[src/asic_video_pkg.sv]
package asic_video_pkg;

    ////////////////////////////////////////////////////////////
    // Counter widths
    ////////////////////////////////////////////////////////////

    localparam int unsigned hc_width = 10;
    localparam int unsigned vc_width = 9;

    ////////////////////////////////////////////////////////////
    // PAL frame geometry
    ////////////////////////////////////////////////////////////

    // Pixel clocks per line and lines per frame
    localparam logic [hc_width-1:0] h_total = 10'd768;
    localparam logic [vc_width-1:0] v_total = 9'd312;

    // Horizontal sync window, in pixels
    localparam logic [hc_width-1:0] h_sync_start = 10'd80;
    localparam logic [hc_width-1:0] h_sync_len   = 10'd64;

    // Vertical sync window, in lines
    localparam logic [vc_width-1:0] v_sync_start = 9'd244;
    localparam logic [vc_width-1:0] v_sync_len   = 9'd4;

    // Interrupts stay low for the first pixels of the line
    localparam logic [hc_width-1:0] int_len = 10'd256;

    // Line interrupt values from here upwards are disabled
    localparam logic [7:0] active_lines = 8'd192;

endpackage

[src/asic_bus_pkg.sv]
package asic_bus_pkg;

    ////////////////////////////////////////////////////////////
    // CPU address, decoded per cycle type
    ////////////////////////////////////////////////////////////

    // Memory cycles see a 16K section and an offset,
    // I/O cycles see a high byte and a port number
    typedef union packed {
        struct packed {
            logic [1:0]  section;
            logic [13:0] offset;
        } mem;
        struct packed {
            logic [7:0] high;
            logic [7:0] port;
        } io;
    } cpu_addr_u;

    ////////////////////////////////////////////////////////////
    // I/O port numbers
    ////////////////////////////////////////////////////////////

    localparam logic [7:0] port_vmpr    = 8'd252;
    localparam logic [7:0] port_hmpr    = 8'd251;
    localparam logic [7:0] port_lmpr    = 8'd250;
    localparam logic [7:0] port_border  = 8'd254;
    localparam logic [7:0] port_lineint = 8'd249;
    localparam logic [7:0] port_status  = 8'd249;
    localparam logic [7:0] port_keyrow  = 8'd255;

    // Disk controller windows
    localparam logic [7:0] disc1_lo = 8'd224;
    localparam logic [7:0] disc1_hi = 8'd231;
    localparam logic [7:0] disc2_lo = 8'd240;
    localparam logic [7:0] disc2_hi = 8'd247;

    ////////////////////////////////////////////////////////////
    // Memory map
    ////////////////////////////////////////////////////////////

    localparam int unsigned page_width     = 5;
    localparam int unsigned ram_addr_width = 19;

    // 16K sections of the CPU address space
    localparam logic [1:0] sec_a = 2'd0;
    localparam logic [1:0] sec_b = 2'd1;
    localparam logic [1:0] sec_c = 2'd2;
    localparam logic [1:0] sec_d = 2'd3;

    ////////////////////////////////////////////////////////////
    // Register bit positions
    ////////////////////////////////////////////////////////////

    localparam int unsigned lmpr_rom_a_off = 5;
    localparam int unsigned lmpr_rom_d_on  = 6;
    localparam int unsigned lmpr_wprot     = 7;
    localparam int unsigned hmpr_ext_mem   = 7;
    localparam int unsigned border_mic     = 3;
    localparam int unsigned border_beep    = 4;
    localparam int unsigned border_scr_off = 7;
    localparam int unsigned vmpr_mode_hi   = 6;

    // Line interrupt off after reset
    localparam logic [7:0] lineint_reset = 8'hFF;

endpackage

[src/io_port_regs.sv]
module io_port_regs (
    input  logic                    clk,
    input  logic                    rst_n,
    input  logic                    iorq_n,
    input  logic                    wr_n,
    input  asic_bus_pkg::cpu_addr_u cpu_addr,
    input  logic [7:0]              data_from_cpu,
    output logic [7:0]              vmpr,
    output logic [7:0]              lmpr,
    output logic [7:0]              hmpr,
    output logic [7:0]              border,
    output logic [7:0]              lineint,
    output logic                    mic,
    output logic                    beep
);

    logic       io_write;
    logic [7:0] port;

    assign io_write = !iorq_n && !wr_n;
    assign port     = cpu_addr.io.port;

    ////////////////////////////////////////////////////////////
    // Register file
    ////////////////////////////////////////////////////////////

    // No wait states, so a write always lands in its own cycle
    always_ff @(posedge clk) begin
        if (!rst_n) begin
            vmpr    <= 8'h00;
            lmpr    <= 8'h00;
            hmpr    <= 8'h00;
            border  <= 8'h00;
            lineint <= asic_bus_pkg::lineint_reset;
        end else if (io_write) begin
            case (port)
                asic_bus_pkg::port_vmpr: begin
                    vmpr <= data_from_cpu;
                end
                asic_bus_pkg::port_lmpr: begin
                    lmpr <= data_from_cpu;
                end
                asic_bus_pkg::port_hmpr: begin
                    hmpr <= data_from_cpu;
                end
                asic_bus_pkg::port_border: begin
                    border <= data_from_cpu;
                end
                asic_bus_pkg::port_lineint: begin
                    lineint <= data_from_cpu;
                end
                default: begin
                end
            endcase
        end
    end

    // Audio outputs straight from the border register
    assign mic  = border[asic_bus_pkg::border_mic];
    assign beep = border[asic_bus_pkg::border_beep];

endmodule

[src/raster_timing.sv]
module raster_timing (
    input  logic       clk,
    input  logic       rst_n,
    input  logic [7:0] lineint,
    output logic       hsync_pal,
    output logic       vsync_pal,
    output logic       vint_n,
    output logic       rint_n,
    output logic       int_n
);

    logic [asic_video_pkg::hc_width-1:0] hc;
    logic [asic_video_pkg::vc_width-1:0] vc;
    logic                                line_end;
    logic                                frame_end;
    logic                                hsync_win;
    logic                                vsync_win;
    logic                                int_win;
    logic                                rint_en;

    ////////////////////////////////////////////////////////////
    // Pixel and line counters
    ////////////////////////////////////////////////////////////

    assign line_end  = hc == asic_video_pkg::h_total - 1'b1;
    assign frame_end = vc == asic_video_pkg::v_total - 1'b1;

    always_ff @(posedge clk) begin
        if (!rst_n) begin
            hc <= '0;
            vc <= '0;
        end else if (line_end) begin
            hc <= '0;
            if (frame_end) begin
                vc <= '0;
            end else begin
                vc <= vc + 1'b1;
            end
        end else begin
            hc <= hc + 1'b1;
        end
    end

    ////////////////////////////////////////////////////////////
    // Sync windows
    ////////////////////////////////////////////////////////////

    assign hsync_win = hc >= asic_video_pkg::h_sync_start &&
                       hc < asic_video_pkg::h_sync_start + asic_video_pkg::h_sync_len;

    // Vertical sync spans whole lines from pixel 0
    assign vsync_win = vc >= asic_video_pkg::v_sync_start &&
                       vc < asic_video_pkg::v_sync_start + asic_video_pkg::v_sync_len;

    assign hsync_pal = !hsync_win;
    assign vsync_pal = !vsync_win;

    ////////////////////////////////////////////////////////////
    // Frame and line interrupts
    ////////////////////////////////////////////////////////////

    // Both interrupts share the same window at the start of a line
    assign int_win = hc < asic_video_pkg::int_len;

    // Frame interrupt starts together with vertical sync
    assign vint_n = !(int_win && vc == asic_video_pkg::v_sync_start);

    // Line values past the active screen switch it off
    assign rint_en = lineint < asic_video_pkg::active_lines;
    assign rint_n  = !(int_win && rint_en && vc == {1'b0, lineint});

    assign int_n = vint_n && rint_n;

endmodule

[src/cpu_memory_map.sv]
module cpu_memory_map (
    input  logic                                    mreq_n,
    input  logic                                    wr_n,
    input  asic_bus_pkg::cpu_addr_u                 cpu_addr,
    input  logic [7:0]                              lmpr,
    input  logic [7:0]                              hmpr,
    output logic                                    romcs_n,
    output logic                                    ramcs_n,
    output logic                                    ramwr_n,
    output logic [asic_bus_pkg::ram_addr_width-1:0] cpuramaddr
);

    logic [1:0]                          section;
    logic [asic_bus_pkg::page_width-1:0] low_page;
    logic [asic_bus_pkg::page_width-1:0] high_page;
    logic [asic_bus_pkg::page_width-1:0] page;
    logic                                rom_hit;
    logic                                ext_hit;
    logic                                wprot_hit;

    assign section   = cpu_addr.mem.section;
    assign low_page  = lmpr[asic_bus_pkg::page_width-1:0];
    assign high_page = hmpr[asic_bus_pkg::page_width-1:0];

    ////////////////////////////////////////////////////////////
    // ROM and RAM selects
    ////////////////////////////////////////////////////////////

    // ROM in A unless switched off, in D only when switched on
    assign rom_hit = (section == asic_bus_pkg::sec_a && !lmpr[asic_bus_pkg::lmpr_rom_a_off]) ||
                     (section == asic_bus_pkg::sec_d && lmpr[asic_bus_pkg::lmpr_rom_d_on]);

    // External memory takes over the upper 32K
    assign ext_hit = hmpr[asic_bus_pkg::hmpr_ext_mem] && section[1];

    assign romcs_n = !(!mreq_n && rom_hit);
    assign ramcs_n = !(!mreq_n && !rom_hit && !ext_hit);

    ////////////////////////////////////////////////////////////
    // RAM page and write strobe
    ////////////////////////////////////////////////////////////

    // Second page of each pair wraps within 5 bits
    always_comb begin
        case (section)
            asic_bus_pkg::sec_a: page = low_page;
            asic_bus_pkg::sec_b: page = low_page + 1'b1;
            asic_bus_pkg::sec_c: page = high_page;
            default:             page = high_page + 1'b1;
        endcase
    end

    assign cpuramaddr = {page, cpu_addr.mem.offset};

    assign wprot_hit = section == asic_bus_pkg::sec_a && lmpr[asic_bus_pkg::lmpr_wprot];
    assign ramwr_n   = !(!ramcs_n && !wr_n && !wprot_hit);

endmodule

[src/cpu_read_mux.sv]
module cpu_read_mux (
    input  logic                    iorq_n,
    input  logic                    rd_n,
    input  asic_bus_pkg::cpu_addr_u cpu_addr,
    input  logic                    ear,
    input  logic [7:0]              keyboard,
    input  logic [7:0]              vmpr,
    input  logic [7:0]              lmpr,
    input  logic [7:0]              hmpr,
    input  logic [7:0]              border,
    input  logic                    vint_n,
    input  logic                    rint_n,
    output logic [7:0]              data_to_cpu,
    output logic                    data_enable_n,
    output logic                    disc1_n,
    output logic                    disc2_n,
    output logic                    rdmsel
);

    logic       io_read;
    logic       screen_off;
    logic [7:0] port;

    assign io_read    = !iorq_n && !rd_n;
    assign port       = cpu_addr.io.port;
    assign screen_off = border[asic_bus_pkg::border_scr_off] &&
                        vmpr[asic_bus_pkg::vmpr_mode_hi];

    ////////////////////////////////////////////////////////////
    // Port read decode
    ////////////////////////////////////////////////////////////

    always_comb begin
        data_to_cpu   = 8'hFF;
        data_enable_n = 1'b1;
        disc1_n       = 1'b1;
        disc2_n       = 1'b1;
        if (io_read) begin
            data_enable_n = 1'b0;
            if (port == asic_bus_pkg::port_border) begin
                data_to_cpu = {screen_off, ear, 1'b0, keyboard[4:0]};
            end else if (port == asic_bus_pkg::port_status) begin
                // Interrupt flags read low while active
                data_to_cpu = {keyboard[7:5], 1'b1, vint_n, 2'b11, rint_n};
            end else if (port == asic_bus_pkg::port_vmpr) begin
                data_to_cpu = vmpr;
            end else if (port == asic_bus_pkg::port_hmpr) begin
                data_to_cpu = hmpr;
            end else if (port == asic_bus_pkg::port_lmpr) begin
                data_to_cpu = lmpr;
            end else if (port inside {[asic_bus_pkg::disc1_lo:asic_bus_pkg::disc1_hi]}) begin
                // Disk controller drives the bus itself
                disc1_n       = 1'b0;
                data_enable_n = 1'b1;
            end else if (port inside {[asic_bus_pkg::disc2_lo:asic_bus_pkg::disc2_hi]}) begin
                disc2_n       = 1'b0;
                data_enable_n = 1'b1;
            end else begin
                data_enable_n = 1'b1;
            end
        end
        // Bus floats high when nothing is enabled
        if (data_enable_n) begin
            data_to_cpu = 8'hFF;
        end
    end

    // Keyboard row select on high byte FF
    assign rdmsel = cpu_addr.io.high != asic_bus_pkg::port_keyrow;

endmodule

[src/asic_top.sv]
module asic_top (
    input  logic        clk,
    input  logic        rst_n,
    input  logic        mreq_n,
    input  logic        iorq_n,
    input  logic        rd_n,
    input  logic        wr_n,
    input  logic [15:0] cpuaddr,
    input  logic [7:0]  data_from_cpu,
    output logic [7:0]  data_to_cpu,
    output logic        data_enable_n,
    output logic [18:0] cpuramaddr,
    output logic        ramwr_n,
    output logic        romcs_n,
    output logic        ramcs_n,
    input  logic        ear,
    output logic        mic,
    output logic        beep,
    input  logic [7:0]  keyboard,
    output logic        rdmsel,
    output logic        disc1_n,
    output logic        disc2_n,
    output logic        hsync_pal,
    output logic        vsync_pal,
    output logic        int_n
);

    asic_bus_pkg::cpu_addr_u cpu_addr;

    logic [7:0] vmpr;
    logic [7:0] lmpr;
    logic [7:0] hmpr;
    logic [7:0] border;
    logic [7:0] lineint;
    logic       vint_n;
    logic       rint_n;

    // Same bus seen as memory address or port number
    assign cpu_addr = cpuaddr;

    ////////////////////////////////////////////////////////////
    // Control registers
    ////////////////////////////////////////////////////////////

    io_port_regs u_io_port_regs (
        .clk           (clk),
        .rst_n         (rst_n),
        .iorq_n        (iorq_n),
        .wr_n          (wr_n),
        .cpu_addr      (cpu_addr),
        .data_from_cpu (data_from_cpu),
        .vmpr          (vmpr),
        .lmpr          (lmpr),
        .hmpr          (hmpr),
        .border        (border),
        .lineint       (lineint),
        .mic           (mic),
        .beep          (beep)
    );

    ////////////////////////////////////////////////////////////
    // Raster, syncs and interrupts
    ////////////////////////////////////////////////////////////

    raster_timing u_raster_timing (
        .clk       (clk),
        .rst_n     (rst_n),
        .lineint   (lineint),
        .hsync_pal (hsync_pal),
        .vsync_pal (vsync_pal),
        .vint_n    (vint_n),
        .rint_n    (rint_n),
        .int_n     (int_n)
    );

    ////////////////////////////////////////////////////////////
    // CPU memory and read-back
    ////////////////////////////////////////////////////////////

    cpu_memory_map u_cpu_memory_map (
        .mreq_n     (mreq_n),
        .wr_n       (wr_n),
        .cpu_addr   (cpu_addr),
        .lmpr       (lmpr),
        .hmpr       (hmpr),
        .romcs_n    (romcs_n),
        .ramcs_n    (ramcs_n),
        .ramwr_n    (ramwr_n),
        .cpuramaddr (cpuramaddr)
    );

    cpu_read_mux u_cpu_read_mux (
        .iorq_n        (iorq_n),
        .rd_n          (rd_n),
        .cpu_addr      (cpu_addr),
        .ear           (ear),
        .keyboard      (keyboard),
        .vmpr          (vmpr),
        .lmpr          (lmpr),
        .hmpr          (hmpr),
        .border        (border),
        .vint_n        (vint_n),
        .rint_n        (rint_n),
        .data_to_cpu   (data_to_cpu),
        .data_enable_n (data_enable_n),
        .disc1_n       (disc1_n),
        .disc2_n       (disc2_n),
        .rdmsel        (rdmsel)
    );

endmodule

[config.mk]
export PLATFORM = sky130hd
export DESIGN_NAME = asic_top
export DESIGN_NICKNAME = d
export VERILOG_FILES = /design/src/asic_video_pkg.sv /design/src/asic_bus_pkg.sv /design/src/io_port_regs.sv /design/src/raster_timing.sv /design/src/cpu_memory_map.sv /design/src/cpu_read_mux.sv /design/src/asic_top.sv
export SDC_FILE = /design/constraint.sdc
export NUM_CORES = 1
export LEC_CHECK = 0
export BUFFER_PORTS_ARGS = -buffer_cell sky130_fd_sc_hd__buf_2
export CAP_MARGIN = 20
export CORE_MARGIN = 2
export CORE_UTILIZATION = 53
export CTS_CLUSTER_SIZE = 14
export DETAILED_ROUTE_END_ITERATION = 8
export GPL_ROUTABILITY_DRIVEN = 1
export PLACE_DENSITY = 0.77
export REMOVE_ABC_BUFFERS = 1
export SETUP_SLACK_MARGIN = 0.15
export SLEW_MARGIN = 20
export SYNTH_ARGS = -nofsm -noshare
export SYNTH_HDL_FRONTEND = slang
export SYNTH_SLANG_ARGS = --single-unit
[constraint.sdc]
create_clock -name clk -period 2.3 [get_ports clk]
set_input_delay 0.46 -clock clk [delete_from_list [all_inputs] [get_ports clk]]
set_output_delay 0.46 -clock clk [all_outputs]
set_load 0.03 [all_outputs]
==> results of run 1 <==
## final timing paths
path                            depth (start not counted)                                     end                                from
worst max-delay path                                    6                          data_to_cpu[3]  u_raster_timing.vc[2]$_SDFFE_PN0P_
worst min register to register                          2      u_raster_timing.vc[1]$_SDFFE_PN0P_  u_raster_timing.vc[1]$_SDFFE_PN0P_
worst min-delay path                                    3  u_io_port_regs.lineint[5]$_SDFFE_PN1P_                    data_from_cpu[5]
worst max register to register                          6      u_raster_timing.vc[2]$_SDFFE_PN0P_    u_raster_timing.hc[0]$_SDFF_PP0_
## final cells by class
type                            count  share of cell area [%]
Clock buffer                        6                    2.09
Clock inverter                      1                   0.761
Inverter                           10                   0.951
Multi-Input combinational cell    264                    49.4
Sequential cell                    54                    27.8
Tap cell                           72                    2.28
Timing Repair Buffer              108                    16.7
## cell families after synthesis
| logic type | after synthesis |
|---|---|
| AOI/OAI and AO/OA | 52 |
| xor gates and xnor gates | 16 |
| adders and majority gates | 4 |
| buffers and inverters | 39 |
| DFF | 54 |
| muxes | 50 |
| and+or+nand+nor | 142 |
## worst max-delay path, cell delays in order, from the launching register on
cell	delay [ns]
dfxtp_2	0.35
buf_4	0.10
nand4b_1	0.11
or3_4	0.38
nor4_4	0.33
o311ai_2	0.11
buf_4	0.19
## state kept, by name, summed over array words and instances (netlist names)
signal	count
u_raster_timing.vc	9
u_raster_timing.hc	10
u_io_port_regs.lmpr	8
u_io_port_regs.vmpr	8
u_io_port_regs.hmpr	8
u_io_port_regs.border	3
u_io_port_regs.lineint	8
## repair_timing
| action | in CTS | in global routing |
|---|---|---|
| pin swaps | 6 | 2 |
| setup buffers | 1 | 2 |
| resized for setup | 31 | 23 |
| setup endpoints to repair | 7 | 17 |
| hold buffers | 0 | 0 |
## cell usage in the layout (no fill, tap or decap), types with 10 or more instances in the layout
cell type	Yosys	layout
a21oi_1	14	14
buf_2	1	68
buf_4	14	35
dfxtp_1	54	46
inv_1	10	10
mux2i_1	43	42
nand2_1	31	31
nand3_1	11	10
nor2_1	42	42
## stage by stage
step	setup slack, ns	utilization (%)	power (mW)
6_report	-0.0287	70.8	1.84
5_1_grt	-0.0946	70.8	1.90
4_1_cts	-0.00696	68.9	1.84
3_5_place_dp	0.0107	65.0	1.19
3_3_place_gp	0.0576	65.0	1.18
2_1_floorplan	-0.232	-	1.04
## metal layers
metal  vias up  track usage [%]  part of all wire [%]  wire length [um]
li1       1418                -                     -                 -
met1      1387             30.2                    43              3510
met2        83             47.7                    51              4180
met3        12             4.38                   4.7               384
met4         0             6.61                   1.2               102
met5         -                0                     0                 0
## power by group
part | switching [mW] | leakage [nW] | internal [mW] | total [mW]
registers | 0.00526 | 0.439 | 0.937 | 0.942
logic | 0.146 | 0.994 | 0.0873 | 0.233
clock network | 0.314 | 0.0573 | 0.349 | 0.663
total | 0.465 | 1.49 | 1.37 | 1.84
## cell usage after synthesis, types with 5 or more instances
cell type,n,share of area [%]
dfxtp_1,54,35
mux2i_1,43,14
nor2_1,42,5.1
nand2_1,31,3.8
a21oi_1,14,2.3
buf_4,14,3.4
clkbuf_1,12,1.5
nand2b_1,11,2.2
nand3_1,11,1.8
xor2_1,11,3.1
inv_1,10,1.2
o21ai_0,10,1.6
mux2_2,7,2.5
nor3_1,7,1.1
nor2b_1,5,1.0
or4_1,5,1.2
xnor2_1,5,1.4
==> results_dict.tcl, run 1 <==
set metrics [dict create \
    status "complete, but fails checks" \
    violations "negative setup slack" \
    dp.cells 505 \
    io_buffers 77 \
    fin_skew_ns 0.00759 \
    drv_cap 0 \
    worst_pin_slew_ns 0.549 \
    cts_inserted_buffers 5 \
    drc 0 \
    place_congestion 0.901 \
    synth-simple-area-share_pct 25.3 \
    rsz0062_at_grt "yes" \
    yosysWarnings 0 \
    final.min_clock_period_ns 2.33 \
    cts_buffer_depth 2 \
    drive_above_1_share_pct 35.2 \
    synth.distinct_cells 52 \
    antenna_left 0 \
    core_area_um2 5570 \
    crit_path_start_kind "flip-flop" \
    seq_area_um2 1100 \
    fin_nets 486 \
    worst_slack_ns -0.0287 \
    cts_tree "yes" \
    wl_per_cell_um 15.9 \
    final_cell_area_um2 3950 \
    synth_top_family_by_area "simple AND/OR/NAND/NOR gates" \
    die_area_um2 6480 \
    synthToLayoutAreaGrowth_pct 27.4 \
    peakVddDrop_v 0.000276 \
    diodes 0 \
    setup_tns_ns -0.0498 \
    insertion_delay_ns 0.31 \
    setup_viol 2 \
    drt-total-wl_mm 8.18 \
    drtPass1Iterations 4 \
    hpwl_mm 5.94 \
    synth_flop_cell "dfxtp_1" \
    max_clock_freq_mhz 429 \
    antenna_found_initial 0 \
    path_max_fanout 2 \
    critPathKind "reg -> out" \
    dr.first_iter.drc_count 156 \
    synth-adder-area-share_pct 1.61 \
    pwr_density_cell_nw_per_um2 466 \
    slew_viol_final 0 \
    synth-xor-area-share_pct 4.52 \
    relSlewSlack_pct 63.1 \
    fillers 422 \
    hold_class "in -> reg" \
    ff2ff_setup_slack_ns 0.28 \
    fp.dieW_um 80.5 \
    p_leak_nw 1.49 \
    synth-seq-area-share_pct 34.9 \
    syn_avg_cell_area_um2 8.68 \
    multi_input_area_um2 1950 \
    avgViaCountPerCell 5.63 \
    start_util_pct 55.6 \
    final_cells 515 \
    synthMuxAreaShare_pct 16.4 \
    hold_viol 0 \
    path_clk_slew_ns 0.10 \
    holdWs_ns 0.432 \
    crit_required_ns 1.84 \
    synth-edff-count 0 \
    synth-async-reset-ratio_pct 0 \
    cts_root_buf "clkbuf_8" \
    htreeDepth 2 \
    synth_compound_area_share_pct 10.8 \
    grt_max_degree 31 \
    worstPathArrival_ns 1.87 \
    grt_pass1_wl_mm 12.8 \
    period_share_pct 101 \
    grt_pass1_vias 2721 \
    dieHeight_um 80.5 \
    vias 2900 \
    clock-sinks 54 \
    placed_cell_area_um2 3620 \
    grt_usage_pct 25.7 \
    synth_cells 357 \
    synth.ff_latch_count 54 \
    gr-total-overflow 0 \
    syn_area_um2 3100 \
    ios 78 \
    endpoint_kind "primary output" \
    fp-row-count 27 \
]
No activity file was read; power rests on OpenSTA's default activity.
==> run 2, diff against run 1 <==
--- a/config.mk
+++ b/config.mk
@@ -15,6 +15,7 @@
 export PLACE_DENSITY = 0.77
 export REMOVE_ABC_BUFFERS = 1
 export SETUP_SLACK_MARGIN = 0.15
+export SKIP_LAST_GASP = 1
 export SLEW_MARGIN = 20
 export SYNTH_ARGS = -nofsm -noshare
 export SYNTH_HDL_FRONTEND = slang
==> run 2 against run 1 <==
The flow still finishes with violations (negative setup slack). Core utilization about the same. Largest cell class unchanged. Highest routed layer unchanged. Die area unchanged. Via count unchanged. Worst hold slack is the same. Non-clock buffer count unchanged.
==> results_dict.tcl, run 2 (same netlist as run 1, synthesis figures left out) <==
set metrics [dict create \
    cp.buffers_inverters 2 \
    grt_pass1_wl_mm 12.8 \
    hold_class "in -> reg" \
    slowest_delay_ns 0.38 \
    cts_tree "yes" \
    met3WireLength_um 384 \
    antenna_left 0 \
    dr.first_iter.drc_count 156 \
    htreeDepth 2 \
    antenna_found_initial 0 \
    grt_pass1_vias 2721 \
    dieHeight_um 80.5 \
    p_leak_nw 1.49 \
    final.min_clock_period_ns 2.33 \
    holdWs_ns 0.432 \
    path_clk_slew_ns 0.10 \
    path_delay_family "simple AND/OR/NAND/NOR gates" \
    setup_tns_ns -0.0498 \
    dr_wl_met2_mm 4.18 \
    critPathKind "reg -> out" \
    place_congestion 0.901 \
    critical_path.most_common_cell "buf_4" \
    ios 78 \
    crit_required_ns 1.84 \
    drtPass1Iterations 4 \
    hpwl_mm 5.94 \
    core_area_um2 5570 \
    crit_path_start_kind "flip-flop" \
    cts_root_buf "clkbuf_8" \
    fp.dieW_um 80.5 \
    fin_skew_ns 0.00759 \
    path_max_fanout 2 \
    worst_slack_ns -0.0287 \
    pwr_density_cell_nw_per_um2 466 \
    synthToLayoutAreaGrowth_pct 27.3 \
    start_util_pct 55.6 \
    worstPathArrival_ns 1.87 \
    cts_buffer_depth 2 \
    top_layer_used "met4" \
    drc 0 \
    met1_length_mm 3.51 \
    largest_register "u_raster_timing.hc" \
    relSlewSlack_pct 63.1 \
    endpoint_kind "primary output" \
    slew_viol_final 0 \
    final_common_cell "buf_2" \
    worst_pin_slew_ns 0.549 \
    hold_viol 0 \
    final_cell_mix "buf_2, dfxtp_1, nor2_1, mux2i_1, buf_4" \
    drt-total-wl_mm 8.18 \
    period_share_pct 101 \
    dp_slack_ns 0.0107 \
    cts_inserted_buffers 5 \
    status "complete, but fails checks" \
    avgViaCountPerCell 5.63 \
    fp-row-count 27 \
    peakVddDrop_v 0.000276 \
    clock-sinks 54 \
    diodes 0 \
    power.total_mw 1.84 \
    largest_reg_flops 10 \
    gr-total-overflow 0 \
    vias 2900 \
    crit_chain "buf_4 -> nand4b_1 -> or3_4 -> nor4_4 -> o311ai_2 -> buf_4" \
    hold_buffers 0 \
    violations "negative setup slack" \
    rsz0062_at_grt "yes" \
    drv_cap 0 \
    reg_top3 "u_raster_timing.hc (10), u_raster_timing.vc (9)" \
    setup_viol 2 \
    grt_max_degree 31 \
    fin_nets 486 \
    wl_per_cell_um 15.9 \
    io_buffers 77 \
    die_area_um2 6480 \
    grt_usage_pct 25.7 \
    insertion_delay_ns 0.31 \
    drive_above_1_share_pct 35.0 \
    critPathSlowestCell "or3_4" \
    max_clock_freq_mhz 429 \
]
-- run 2: path summary, 6_finish.rpt --
path                                            from                                     end  slack [ns]  cells after the start
hold / removal                      data_from_cpu[5]  u_io_port_regs.lineint[5]$_SDFFE_PN1P_        0.43                      3
hold reg to reg   u_raster_timing.vc[1]$_SDFFE_PN0P_      u_raster_timing.vc[1]$_SDFFE_PN0P_        0.49                      2
setup reg to reg    u_raster_timing.hc[0]$_SDFF_PP0_      u_raster_timing.vc[2]$_SDFFE_PN0P_        0.28                      6
setup / recovery  u_raster_timing.vc[2]$_SDFFE_PN0P_                          data_to_cpu[3]       -0.03                      6
-- run 2: power by group --
part	internal, mW	switching (mW)	total (mW)
Clock	0.349	0.314	0.663
Sequential	0.937	0.00526	0.942
Combinational	0.0873	0.146	0.233
Total	1.37	0.465	1.84
-- run 2: cell type report --
class                      instances  area, um2
clock inverter                     1       30.0
multi-input combinational        264       1950
inverter                          10       37.5
sequential                        54       1090
fill                             423       1630
tap                               72       90.1
timing repair buffer             108        659
clock buffer                       6       82.6
-- run 2: worst register-to-register path, stage by stage, from the launching register on --
cell     delay, ns
dfxtp_1       0.40
ha_1          0.22
nand3_2       0.10
or4b_4        0.59
buf_4         0.18
or3_1         0.30
a21oi_1       0.14
-- run 2: what timing repair did --
item / in CTS / in global routing
gates resized for setup: 31 / 22
setup buffers: 1 / 2
setup endpoints to repair: 7 / 17
pin swaps: 6 / 2
cloned: 0 / 0
-- run 2: stage by stage --
step / cell area, um2 / util (%) / cells
after global routing: 3950 / 70.8 / 515
after floorplan: 2940 / - / 328
after CTS: 3840 / 68.9 / 513
after global placement: 3620 / 65.0 / 505
after detailed placement: 3620 / 65.0 / 505
final: 3950 / 70.8 / 515
-- run 2: metal layers --
layer	global-route usage, %	vias to the layer above
li1	-	1418
met1	30.2	1387
met2	47.7	83
met3	4.38	12
met4	6.61	0
met5	0	-
